--- config.mk ---
export PLATFORM = sky130hd
export DESIGN_NAME = fp_alu_top
export DESIGN_NICKNAME = d
export VERILOG_FILES = /design/src/common/fpu_pkg.sv /design/src/common/fp_stage_if.sv /design/src/fp_pipe/fp_unpack_align.sv /design/src/fp_pipe/fp_arith.sv /design/src/fp_pipe/fp_normalize.sv /design/src/hdl/cmd_queue.sv /design/src/hdl/fp_alu_top.sv
export SDC_FILE = /design/constraint.sdc
export NUM_CORES = 2
export LEC_CHECK = 0
export BUFFER_PORTS_ARGS = -buffer_cell sky130_fd_sc_hd__buf_2
export CAP_MARGIN = 25
export CORE_MARGIN = 1.5
export CORE_UTILIZATION = 50
export DETAILED_ROUTE_END_ITERATION = 6
export PLACE_DENSITY = 0.63
export SYNTH_ARGS = -nofsm -noshare
export SYNTH_HDL_FRONTEND = slang
export SYNTH_SLANG_ARGS = --single-unit
--- constraint.sdc ---
create_clock -name clk -period 12.4 [get_ports clk]
set_input_delay 1.24 -clock clk [delete_from_list [all_inputs] [get_ports clk]]
set_output_delay 1.24 -clock clk [all_outputs]
set_load 0.02 [all_outputs]
--- src/common/fpu_pkg.sv ---
`default_nettype none

package fpu_pkg;

    // ================================================
    // opcodes
    // ================================================

    typedef enum logic [4:0] {
        ADD = 5'd16,
        SUB = 5'd17,
        MUL = 5'd18,
        NOP = 5'd22,
        SLT = 5'd23
    } fp_op_e;

    // ================================================
    // word layout and arithmetic widths
    // ================================================

    localparam int FP_WIDTH   = 32;
    localparam int EXP_WIDTH  = 8;
    localparam int FRAC_WIDTH = 23;
    localparam int MANT_WIDTH = 25;   // carry bit, hidden one and fraction.
    localparam int PROD_WIDTH = 48;
    localparam int EXP_BIAS   = 127;

    // ================================================
    // flow control and pipeline
    // ================================================

    localparam int CREDIT_DEPTH = 4;
    localparam int PIPE_LATENCY = 3;
    localparam int PTR_WIDTH    = $clog2(CREDIT_DEPTH);
    localparam int CNT_WIDTH    = $clog2(CREDIT_DEPTH + 1);

    // an operand split into its fields, with the hidden one made explicit.
    typedef struct packed {
        logic                  sign;
        logic [EXP_WIDTH-1:0]  exp;
        logic [MANT_WIDTH-1:0] mant;
    } unpacked_t;

endpackage

`default_nettype wire

--- src/common/fp_stage_if.sv ---
`timescale 1ns/1ns
`default_nettype none

interface fp_stage_if import fpu_pkg::*; ();

    logic                  valid;
    fp_op_e                op;
    unpacked_t             operand_a;
    unpacked_t             operand_b;
    logic [FP_WIDTH-1:0]   raw_a;     // original word, or the decided result when shortcut is set.
    logic                  shortcut;
    logic [PROD_WIDTH-1:0] wide_mant;

    modport src (
        output valid, op, operand_a, operand_b, raw_a, shortcut, wide_mant
    );

    modport dst (
        input valid, op, operand_a, operand_b, raw_a, shortcut, wide_mant
    );

endinterface

`default_nettype wire

--- src/fp_pipe/fp_unpack_align.sv ---
`timescale 1ns/1ns
`default_nettype none

module fp_unpack_align import fpu_pkg::*; (
    input  logic                clk,
    input  logic                reset,
    input  logic                issue_valid,
    input  fp_op_e              issue_op,
    input  logic [FP_WIDTH-1:0] issue_a,
    input  logic [FP_WIDTH-1:0] issue_b,
    fp_stage_if.src             stage_out
);

    unpacked_t           ua;
    unpacked_t           ub;
    unpacked_t           aligned_a;
    unpacked_t           aligned_b;
    logic                a_zero;
    logic                b_zero;
    logic                short_hit;
    logic [FP_WIDTH-1:0] short_word;

    // split the words and put the hidden one back in front of the fraction.
    always_comb begin
        ua.sign = issue_a[FP_WIDTH-1];
        ua.exp  = issue_a[FP_WIDTH-2:FRAC_WIDTH];
        ua.mant = {2'b01, issue_a[FRAC_WIDTH-1:0]};
        ub.sign = issue_b[FP_WIDTH-1];
        ub.exp  = issue_b[FP_WIDTH-2:FRAC_WIDTH];
        ub.mant = {2'b01, issue_b[FRAC_WIDTH-1:0]};
    end

    assign a_zero = (issue_a[FP_WIDTH-2:0] == '0);   // either sign of zero counts.
    assign b_zero = (issue_b[FP_WIDTH-2:0] == '0);

    always_comb begin
        aligned_a  = ua;
        aligned_b  = ub;
        short_hit  = 1'b0;
        short_word = issue_a;
        case (issue_op)
            ADD, SUB: begin
                if (b_zero) begin
                    short_hit  = 1'b1;
                    short_word = issue_a;
                end else if (a_zero) begin
                    short_hit  = 1'b1;
                    short_word = issue_b;          // the second operand comes back unchanged.
                end else if (ua.exp > ub.exp) begin
                    aligned_b.mant = ub.mant >> (ua.exp - ub.exp);
                    aligned_b.exp  = ua.exp;
                end else begin
                    aligned_a.mant = ua.mant >> (ub.exp - ua.exp);
                    aligned_a.exp  = ub.exp;
                end
            end
            MUL: begin
                if (a_zero || b_zero) begin
                    short_hit  = 1'b1;
                    short_word = '0;
                end
            end
            default: begin
            end
        endcase
    end

    always_ff @(posedge clk) begin
        if (reset) begin
            stage_out.valid <= 1'b0;
        end else begin
            stage_out.valid <= issue_valid;
        end
    end

    always_ff @(posedge clk) begin
        stage_out.op        <= issue_op;
        stage_out.operand_a <= aligned_a;
        stage_out.operand_b <= aligned_b;
        stage_out.raw_a     <= short_word;
        stage_out.shortcut  <= short_hit;
        stage_out.wide_mant <= '0;   // the product only exists from stage two on.
    end

endmodule

`default_nettype wire

--- src/fp_pipe/fp_arith.sv ---
`timescale 1ns/1ns
`default_nettype none

module fp_arith import fpu_pkg::*; (
    input  logic    clk,
    input  logic    reset,
    fp_stage_if.dst stage_in,
    fp_stage_if.src stage_out
);

    unpacked_t             op_a;
    unpacked_t             op_b;
    unpacked_t             res;
    logic                  sign_b;
    logic                  a_lt_b;
    logic                  short_hit;
    logic [FP_WIDTH-1:0]   word;
    logic [PROD_WIDTH-1:0] prod;

    assign op_a = stage_in.operand_a;
    assign op_b = stage_in.operand_b;

    // ================================================
    // set-less-than on the unaligned operands
    // ================================================

    always_comb begin
        if (op_a.sign != op_b.sign) begin
            a_lt_b = op_a.sign;
        end else if (op_a.exp != op_b.exp) begin
            a_lt_b = (op_a.exp < op_b.exp) ^ op_a.sign;   // order flips for negatives.
        end else if (op_a.sign) begin
            a_lt_b = (op_a.mant > op_b.mant);
        end else begin
            a_lt_b = (op_a.mant < op_b.mant);
        end
    end

    // ================================================
    // add, subtract and multiply
    // ================================================

    always_comb begin
        sign_b = op_b.sign;
        if (stage_in.op == SUB) begin
            sign_b = ~op_b.sign;
        end
        res       = op_a;
        word      = stage_in.raw_a;
        short_hit = stage_in.shortcut;
        prod      = '0;
        case (stage_in.op)
            ADD, SUB: begin
                if (!stage_in.shortcut) begin
                    if (sign_b == op_a.sign) begin
                        res.mant = op_a.mant + op_b.mant;
                    end else if (op_a.mant >= op_b.mant) begin
                        res.mant = op_a.mant - op_b.mant;
                    end else begin
                        res.mant = op_b.mant - op_a.mant;
                        res.sign = sign_b;
                    end
                    // cancellation leaves nothing to normalize, so the word is settled here.
                    if (res.mant == '0) begin
                        short_hit = 1'b1;
                        word      = '0;
                    end
                end
            end
            MUL: begin
                if (!stage_in.shortcut) begin
                    prod     = op_a.mant[MANT_WIDTH-2:0] * op_b.mant[MANT_WIDTH-2:0];
                    res.sign = op_a.sign ^ op_b.sign;
                    res.exp  = op_a.exp + op_b.exp - EXP_WIDTH'(EXP_BIAS - 1);
                end
            end
            SLT: begin
                word = {{(FP_WIDTH-1){1'b0}}, a_lt_b};
            end
            default: begin
            end
        endcase
    end

    always_ff @(posedge clk) begin
        if (reset) begin
            stage_out.valid <= 1'b0;
        end else begin
            stage_out.valid <= stage_in.valid;
        end
    end

    always_ff @(posedge clk) begin
        stage_out.op        <= stage_in.op;
        stage_out.operand_a <= res;
        stage_out.operand_b <= op_b;
        stage_out.raw_a     <= word;
        stage_out.shortcut  <= short_hit;
        stage_out.wide_mant <= prod;
    end

endmodule

`default_nettype wire

--- src/fp_pipe/fp_normalize.sv ---
`timescale 1ns/1ns
`default_nettype none

module fp_normalize import fpu_pkg::*; (
    input  logic                clk,
    input  logic                reset,
    fp_stage_if.dst             stage_in,
    output logic                result_valid,
    output logic [FP_WIDTH-1:0] result
);

    logic [MANT_WIDTH-1:0] mant;
    logic [MANT_WIDTH-1:0] shifted;
    logic [4:0]            lead_shift;
    logic [EXP_WIDTH-1:0]  exp_n;
    logic [FRAC_WIDTH-1:0] frac;
    logic                  pass_word;
    logic [FP_WIDTH-1:0]   word;

    assign mant = stage_in.operand_a.mant;

    // leading-one search below the carry bit. the highest set bit wins.
    always_comb begin
        lead_shift = '0;
        for (int i = 0; i < MANT_WIDTH - 1; i++) begin
            if (mant[i]) begin
                lead_shift = 5'(MANT_WIDTH - 2 - i);
            end
        end
    end

    assign shifted = mant << lead_shift;

    always_comb begin
        exp_n = stage_in.operand_a.exp;
        frac  = mant[FRAC_WIDTH-1:0];
        case (stage_in.op)
            ADD, SUB: begin
                if (mant[MANT_WIDTH-1]) begin
                    frac  = mant[FRAC_WIDTH:1];   // a carry out moves the point one step right.
                    exp_n = stage_in.operand_a.exp + 1'b1;
                end else begin
                    frac  = shifted[FRAC_WIDTH-1:0];
                    exp_n = stage_in.operand_a.exp - EXP_WIDTH'(lead_shift);
                end
            end
            MUL: begin
                // the top 24 product bits hold the hidden one and the fraction.
                if (stage_in.wide_mant[PROD_WIDTH-1]) begin
                    frac = stage_in.wide_mant[PROD_WIDTH-2 -: FRAC_WIDTH];
                end else begin
                    frac  = stage_in.wide_mant[PROD_WIDTH-3 -: FRAC_WIDTH];
                    exp_n = stage_in.operand_a.exp - 1'b1;
                end
            end
            default: begin
            end
        endcase
    end

    assign pass_word = stage_in.shortcut || (stage_in.op == SLT) || (stage_in.op == NOP);

    always_comb begin
        if (pass_word) begin
            word = stage_in.raw_a;
        end else begin
            word = {stage_in.operand_a.sign, exp_n, frac};
        end
    end

    always_ff @(posedge clk) begin
        if (reset) begin
            result_valid <= 1'b0;
        end else begin
            result_valid <= stage_in.valid;
        end
    end

    always_ff @(posedge clk) begin
        result <= word;
    end

endmodule

`default_nettype wire

--- src/hdl/cmd_queue.sv ---
`timescale 1ns/1ns
`default_nettype none

module cmd_queue import fpu_pkg::*; (
    input  logic                clk,
    input  logic                reset,
    input  logic                cmd_valid,
    input  fp_op_e              cmd_op,
    input  logic [FP_WIDTH-1:0] cmd_a,
    input  logic [FP_WIDTH-1:0] cmd_b,
    input  logic                result_credit,
    output logic                issue_valid,
    output fp_op_e              issue_op,
    output logic [FP_WIDTH-1:0] issue_a,
    output logic [FP_WIDTH-1:0] issue_b,
    output logic                cmd_credit
);

    fp_op_e               op_mem [CREDIT_DEPTH];
    logic [FP_WIDTH-1:0]  a_mem  [CREDIT_DEPTH];
    logic [FP_WIDTH-1:0]  b_mem  [CREDIT_DEPTH];
    logic [PTR_WIDTH-1:0] wr_ptr;
    logic [PTR_WIDTH-1:0] rd_ptr;
    logic [CNT_WIDTH-1:0] count;
    logic [CNT_WIDTH-1:0] res_credits;

    // the head goes out only with a result slot reserved downstream.
    assign issue_valid = (count != '0) && (res_credits != '0);
    assign issue_op    = op_mem[rd_ptr];
    assign issue_a     = a_mem[rd_ptr];
    assign issue_b     = b_mem[rd_ptr];
    assign cmd_credit  = issue_valid;   // a freed slot goes straight back to the source.

    always_ff @(posedge clk) begin
        if (cmd_valid) begin
            op_mem[wr_ptr] <= cmd_op;
            a_mem[wr_ptr]  <= cmd_a;
            b_mem[wr_ptr]  <= cmd_b;
        end
    end

    always_ff @(posedge clk) begin
        if (reset) begin
            wr_ptr <= '0;
            rd_ptr <= '0;
            count  <= '0;
        end else begin
            if (cmd_valid) begin
                wr_ptr <= wr_ptr + 1'b1;
            end
            if (issue_valid) begin
                rd_ptr <= rd_ptr + 1'b1;
            end
            case ({cmd_valid, issue_valid})
                2'b10:   count <= count + 1'b1;
                2'b01:   count <= count - 1'b1;
                default: count <= count;
            endcase
        end
    end

    // ================================================
    // result credits
    // ================================================

    always_ff @(posedge clk) begin
        if (reset) begin
            res_credits <= CNT_WIDTH'(CREDIT_DEPTH);
        end else begin
            case ({issue_valid, result_credit})
                2'b10:   res_credits <= res_credits - 1'b1;
                2'b01:   res_credits <= res_credits + 1'b1;
                default: res_credits <= res_credits;   // both or neither cancel out.
            endcase
        end
    end

endmodule

`default_nettype wire

--- src/hdl/fp_alu_top.sv ---
`timescale 1ns/1ns
`default_nettype none

module fp_alu_top import fpu_pkg::*; (
    input  logic                clk,
    input  logic                reset,
    input  logic                cmd_valid,
    input  fp_op_e              cmd_op,
    input  logic [FP_WIDTH-1:0] cmd_a,
    input  logic [FP_WIDTH-1:0] cmd_b,
    output logic                cmd_credit,
    output logic                result_valid,
    output logic [FP_WIDTH-1:0] result,
    input  logic                result_credit
);

    logic                issue_valid;
    fp_op_e              issue_op;
    logic [FP_WIDTH-1:0] issue_a;
    logic [FP_WIDTH-1:0] issue_b;

    fp_stage_if align_if ();
    fp_stage_if arith_if ();

    cmd_queue u_cmd_queue (
        .clk           (clk),
        .reset         (reset),
        .cmd_valid     (cmd_valid),
        .cmd_op        (cmd_op),
        .cmd_a         (cmd_a),
        .cmd_b         (cmd_b),
        .result_credit (result_credit),
        .issue_valid   (issue_valid),
        .issue_op      (issue_op),
        .issue_a       (issue_a),
        .issue_b       (issue_b),
        .cmd_credit    (cmd_credit)
    );

    // three registered stages with no stalls between them.
    fp_unpack_align u_unpack_align (
        .clk         (clk),
        .reset       (reset),
        .issue_valid (issue_valid),
        .issue_op    (issue_op),
        .issue_a     (issue_a),
        .issue_b     (issue_b),
        .stage_out   (align_if.src)
    );

    fp_arith u_arith (
        .clk       (clk),
        .reset     (reset),
        .stage_in  (align_if.dst),
        .stage_out (arith_if.src)
    );

    fp_normalize u_normalize (
        .clk          (clk),
        .reset        (reset),
        .stage_in     (arith_if.dst),
        .result_valid (result_valid),
        .result       (result)
    );

endmodule

`default_nettype wire

Yosys cells after proc, flatten, opt, wreduce, memory -nomap -nowiden

Memory sizes are Yosys's and may differ from the RTL's. A register that Yosys moved wholly into a read port is not among the register bits.
Cells that the tools add are included.

Word-level logic and storage cells: 175
Output and inout bits: 34
Register bits: 271
Memories kept: 3
Input port bits: 73
RAM bits: 276

Add/sub/neg operators: 16
Equality and inequality tests: 19
Muxes and demuxes: 79
Shifts and indexed selects: 3
$mul: 1
Magnitude comparators: 5
Reductions and logical operators: 17
Bitwise logic cells: 6

Memory list:

| memory             | depth | bits a word | rd ports | clocked after memory_dff | write ports | line            | RTL |
|---|---|---|---|---|---|---|---|
| u_cmd_queue.a_mem  | 4     | 32          | 1        | 1                        | 1           | cmd_queue.sv:20 | `logic [FP_WIDTH-1:0] a_mem [CREDIT_DEPTH];` |
| u_cmd_queue.b_mem  | 4     | 32          | 1        | 1                        | 1           | cmd_queue.sv:21 | `logic [FP_WIDTH-1:0] b_mem [CREDIT_DEPTH];` |
| u_cmd_queue.op_mem | 4     | 5           | 1        | 1                        | 1           | cmd_queue.sv:19 | `fp_op_e op_mem [CREDIT_DEPTH];` |

Operator list:

| cell               | count |
|---|---|
| $mux 33            | 8 |
| $mux 32            | 6 |
| $mux 25            | 6 |
| $pmux 32 s2        | 2 |
| $mux 5             | 24 |
| $logic_not 31->1   | 2 |
| $eq 5x5->1 const B | 12 |
| $shr 24x8->25      | 2 |
| $sub 25x25->25     | 2 |
| $mul 24x24->48     | 1 |
| $mux 23            | 2 |
| $pmux 23 s2        | 1 |
| $add 25x25->25     | 1 |
| $ge 25x25->1       | 1 |
| $gt 25x25->1       | 1 |
| $logic_not 25->1   | 1 |
| $lt 25x25->1       | 1 |
| $shl 25x5->23      | 1 |
| $mux 8             | 3 |
| $pmux 8 s2         | 1 |
| $sub 8x8->8        | 2 |
| $mux 1             | 15 |
| $mux 2             | 6 |
| $pmux 3 s2         | 2 |
| 25 further kinds   | 43 |

Longest topological paths before layout

Depth after elaboration: 28
Gate-level depth with buffers: 28
Gate-level depth less buffers: 27

By module

From an unflattened synthesis, not the netlist that was laid out.

Cell total of the unflattened synthesis: 4885
Area, all modules: 47823.4 um2

Modules (own cells, without submodules):

| module          | cells each | area each (um2) | seq. area each (um2) | instances |
|---|---|---|---|---|
| fp_arith        | 3158       | 26794.4         | 3103.0               | 1 |
| cmd_queue       | 423        | 10570.1         | 8528.2               | 1 |
| fp_unpack_align | 788        | 6673.9          | 2102.0               | 1 |
| fp_normalize    | 516        | 3784.9          | 660.6                | 1 |

Worst setup path after synthesis

OpenSTA, ideal clock, no wires.

Path type: reg2reg
From: reg u_unpack_align.stage_out.operand_a[17] (netlist name)
To: reg u_arith.stage_out.wide_mant[46]
Period minus slack after synthesis: 6923 ps
Data required time: 12272 ps
Stages on the path, launching flop included: 26
Arrival: 6795 ps
Setup time: 128 ps
Setup slack: 5477 ps
Path buffers: 2
Cells stage by stage: dfxtp_1 clkbuf_1 clkbuf_1 nand2_1 fa_1 inv_1 fa_1 inv_1 fa_1 fa_1 fa_1 fa_1 inv_1 fa_1 ha_1 a21o_1 a21o_1 a211o_1 nor2_1 o211a_1 o31ai_1 a21bo_2 a221oi_1 o21ba_2 xor2_1 nor2_1

Cells in the longest elaborated chain, start to end: 1

Ends and longest elaborated chain:

| what                 | line              | RTL |
|---|---|---|
| $mul 24x24->48       | fp_arith.sv:72    | `prod = op_a.mant[MANT_WIDTH-2:0] * op_b.mant[MANT_WIDTH-2:0];` |
| end signal, assigned | fp_arith.sv:99    | `stage_out.wide_mant <= prod;` |
| end, declared        | fp_stage_if.sv:15 | `output valid, op, operand_a, operand_b, raw_a, shortcut, wide_mant` |

Every way passes these cells.
A chain may end at the register's enable or synchronous reset.

Worst setup path after layout

From: reg u_unpack_align.stage_out.operand_a[20] (netlist name)
To: reg u_arith.stage_out.wide_mant[44]

Cells in the longest elaborated chain, start to end: 1

Ends and longest elaborated chain:

| what           | line |
|---|---|
| $mul 24x24->48 | fp_arith.sv:72 |

Every way passes these cells.

==> impl_metrics.csv <==
group,metric,value,unit
outcome,status,"complete, no violations",
sta,setup_viol,0,
clocking,postCtsSetupRepairBufs,0,
global_routing,antenna_found_initial,2,
setup_path,r2r_cells,21,
floorplanning,initial_core_util,50.64,%
sta,fmax,0.1207,GHz
sta,max-slew-margin-rel,26.17,%
synthesis,synth.net_count,5410,
sta,finalCritPeriodShare,66.79,%
place,routabilityCongestion,0.9972,
finish,syn_to_final_growth,7.823,%
setup_path,startpoint_type,"flop",
clocking,cts_resized,0,
floorplanning,io_pins,107,
synthesis,seq_area_frac_synth,29.52,%
setup_path,arrival,8.78,ns
synthesis,syn-mean-instance-area,9.858,um^2
sta,fin_skew,0.03627,ns
setup_path,critPathMaxFanout,19,
routing,wl,141800,um
sta,min_period,8.282,ns
clocking,clock_sinks,524,
setup_path,crit_type,"flop to flop",
routing,ant_nets,0,
synthesis,async_reset_ff_share,0,%
routing,wire_per_inst,24.59,um
clocking,cts_buffers,56,
synthesis,yosysWarnings,0,
place,portBuffers,106,
synthesis,synthFlopType,"edfxtp_1",
global_routing,grt_pass1_wl,215300,um
finish,drive_gt1_share,9.937,%
synthesis,syn-cell-area,44890,um^2
global_routing,grt_pass1_vias,34920,
floorplanning,die_area,91590,um^2
synthesis,synth_edf_count,276,
sta,slew_violations,0,
synthesis,syn_inst,4554,
clocking,cts_max_path_buffers,3,
routing,drc_errors,0,
min_path,hp-class,"flop to flop",
finish,fin_nets,5407,
floorplanning,fp.dieW,302.6,um
job,drv_cap,0,
place,dp_hpwl,108800,um
sta,setup_tns,0,ns
clocking,cts_root_buf,"clkbuf_16",
floorplanning,fp.dieH,302.6,um
setup_path,worst_setup_path_end_kind,"flop",
clocking,clock_latency,0.65,ns
routing,dr.pass1.iters,6,
synthesis,ys_seq_elements,524,
sta,rsz0062_at_grt,"false",
clocking,hold_buffers,0,
floorplanning,core,88650,um^2
sta,worst_pin_slew,1.106,ns
global_routing,gr-total-overflow,0,
clocking,cts.reportedPaths.clkPinSlew,0.06,ns
setup_path,critical_path_required,12.90,ns
global_routing,grt_max_degree,60,
floorplanning,row_count,109,
routing,vias,34390,
min_path,hold-path-cell-count,0,
routing,drt_iter0_markers,3432,
global_routing,grt.total_usage,31.42,%
clocking,h-tree-depth,2,
sta,hold_viol,0,
clocking,cts_tree,"yes",
routing,avgViaCountPerCell,5.965,
synthesis,synthDistinctLibCells,100,
-- logic make-up (layout without fill, tap and decap cells) --
kind of cell               after synthesis  count (layout)  synth area share [%]
and+or+nand+nor                       1307            1307                 12.89
buffers and inverters                  891             936                 7.645
adders and majority gates              783             783                 30.02
AOI/OAI and AO/OA                      747             747                 11.24
DFF                                    524             524                 29.52
muxes                                  228             228                 7.246
xor gates and xnor gates                74              74                 1.444
other                                    0               1                     0
-- cell type report --
class,instances,area [um^2]
inverter,641,2406
multi-input combinational,3139,28230
antenna,1,2.502
timing repair buffer,189,1169
fill,8036,40240
clock buffer,85,1593
clock inverter,21,284.0
tap,1165,1458
sequential,524,13260
-- metal layers --
metal	share of wire [%]	wire [um]	global-route usage [%]	vias to the layer above
met5	0.0049	7	0	-
met4	5.5	7825	14.96	2
met3	8.2	11660	5.356	354
met2	46	65160	50.29	1605
met1	40	57120	41.70	17130
li1	-	-	-	15300
-- worst max-delay path: stages (launching register included) --
cell and delay (ns):
dfxtp_1 0.95, clkinv_1 0.60, nor2_1 0.30, fa_1 0.48, fa_1 0.54, fa_1 0.55, inv_1 0.05, fa_1 0.49
fa_1 0.50, fa_1 0.49, inv_1 0.05, fa_1 0.43, ha_1 0.32, nand2_1 0.08, nor3_1 0.20, o31ai_1 0.16
o211a_1 0.43, o311ai_0 0.78, a31oi_1 0.29, o211ai_1 0.26, xnor2_1 0.14, nor2_1 0.05
-- stage by stage --
stage	cells	hold WS, ns	util, %	cell area, um^2	setup slack [ns]
6_report	5765	0.3730	54.61	48410	4.118
4_1_cts	5762	0.3727	54.58	48380	4.199
3_5_place_dp	5656	0.3652	52.46	46500	4.258
5_1_grt	5764	0.3774	54.60	48400	3.842
3_3_place_gp	5655	0.3623	52.44	46490	4.454
2_1_floorplan	4554	0.3520	-	44890	5.477
-- registers in the layout, indices dropped and copies added (netlist names), 2 cells and up, named ones only --
signal and flops:
u_cmd_queue.res_credits 3, u_arith.stage_out.wide_mant 25, u_unpack_align.stage_out.op 5, u_cmd_queue.b_mem 128, u_cmd_queue.rd_ptr 2, u_arith.stage_out.raw_a 32
u_arith.stage_out.operand_a 34, u_cmd_queue.a_mem 128, u_arith.stage_out.op 5, u_unpack_align.stage_out.operand_a 33, u_unpack_align.stage_out.raw_a 32, u_cmd_queue.op_mem 20
u_cmd_queue.count 3, u_normalize.result 32, u_unpack_align.stage_out.operand_b 33, u_cmd_queue.wr_ptr 2
-- Yosys cell counts, drive strengths merged, types with 35 or more instances --
master / count / area [um^2]
nor3: 57 / 290.3
a31oi: 35 / 225.2
a21o: 46 / 345.3
edfxtp: 276 / 8288
xor2: 37 / 324.1
a22o: 51 / 446.7
a21oi: 151 / 759.5
o21ai: 186 / 938.4
and2: 44 / 277.8
nor4: 35 / 225.2
mux2: 56 / 630.6
mux4: 72 / 1622
inv: 624 / 2342
nand2: 541 / 2033
nor2: 410 / 1541
nand3: 48 / 240.2
buf: 55 / 294.0
fa: 490 / 9809
clkbuf: 195 / 732.0
mux2i: 100 / 1001
dfxtp: 248 / 4965
xnor2: 37 / 324.1
ha: 293 / 3666
-- path summary, 6_finish.rpt --
kind         slack (ns)                                    from                               to
max                4.12  u_unpack_align.stage_out.operand_a[20]  u_arith.stage_out.wide_mant[44]
min                0.37          u_unpack_align.stage_out.op[4]          u_arith.stage_out.op[4]
max reg2reg        4.12  u_unpack_align.stage_out.operand_a[20]  u_arith.stage_out.wide_mant[44]
min reg2reg        0.37          u_unpack_align.stage_out.op[4]          u_arith.stage_out.op[4]
-- placed cells by master (no fill, tap or decap), types with 38 or more instances in the layout --
master / n
nor2_1: 409
buf_2: 106
dfxtp_1: 246
inv_1: 620
mux4_2: 72
nor3_1: 56
fa_1: 490
buf_4: 80
mux2i_1: 100
nand2_1: 540
mux2_2: 56
a22o_1: 51
and2_1: 38
o21ai_0: 182
a21oi_1: 149
a21o_1: 46
clkbuf_16: 58
ha_1: 292
nand3_1: 48
edfxtp_1: 276
Power is left out: the tool's default activity adds up to more than one toggle a clock period on the data nets, which glitch-free logic cannot reach.
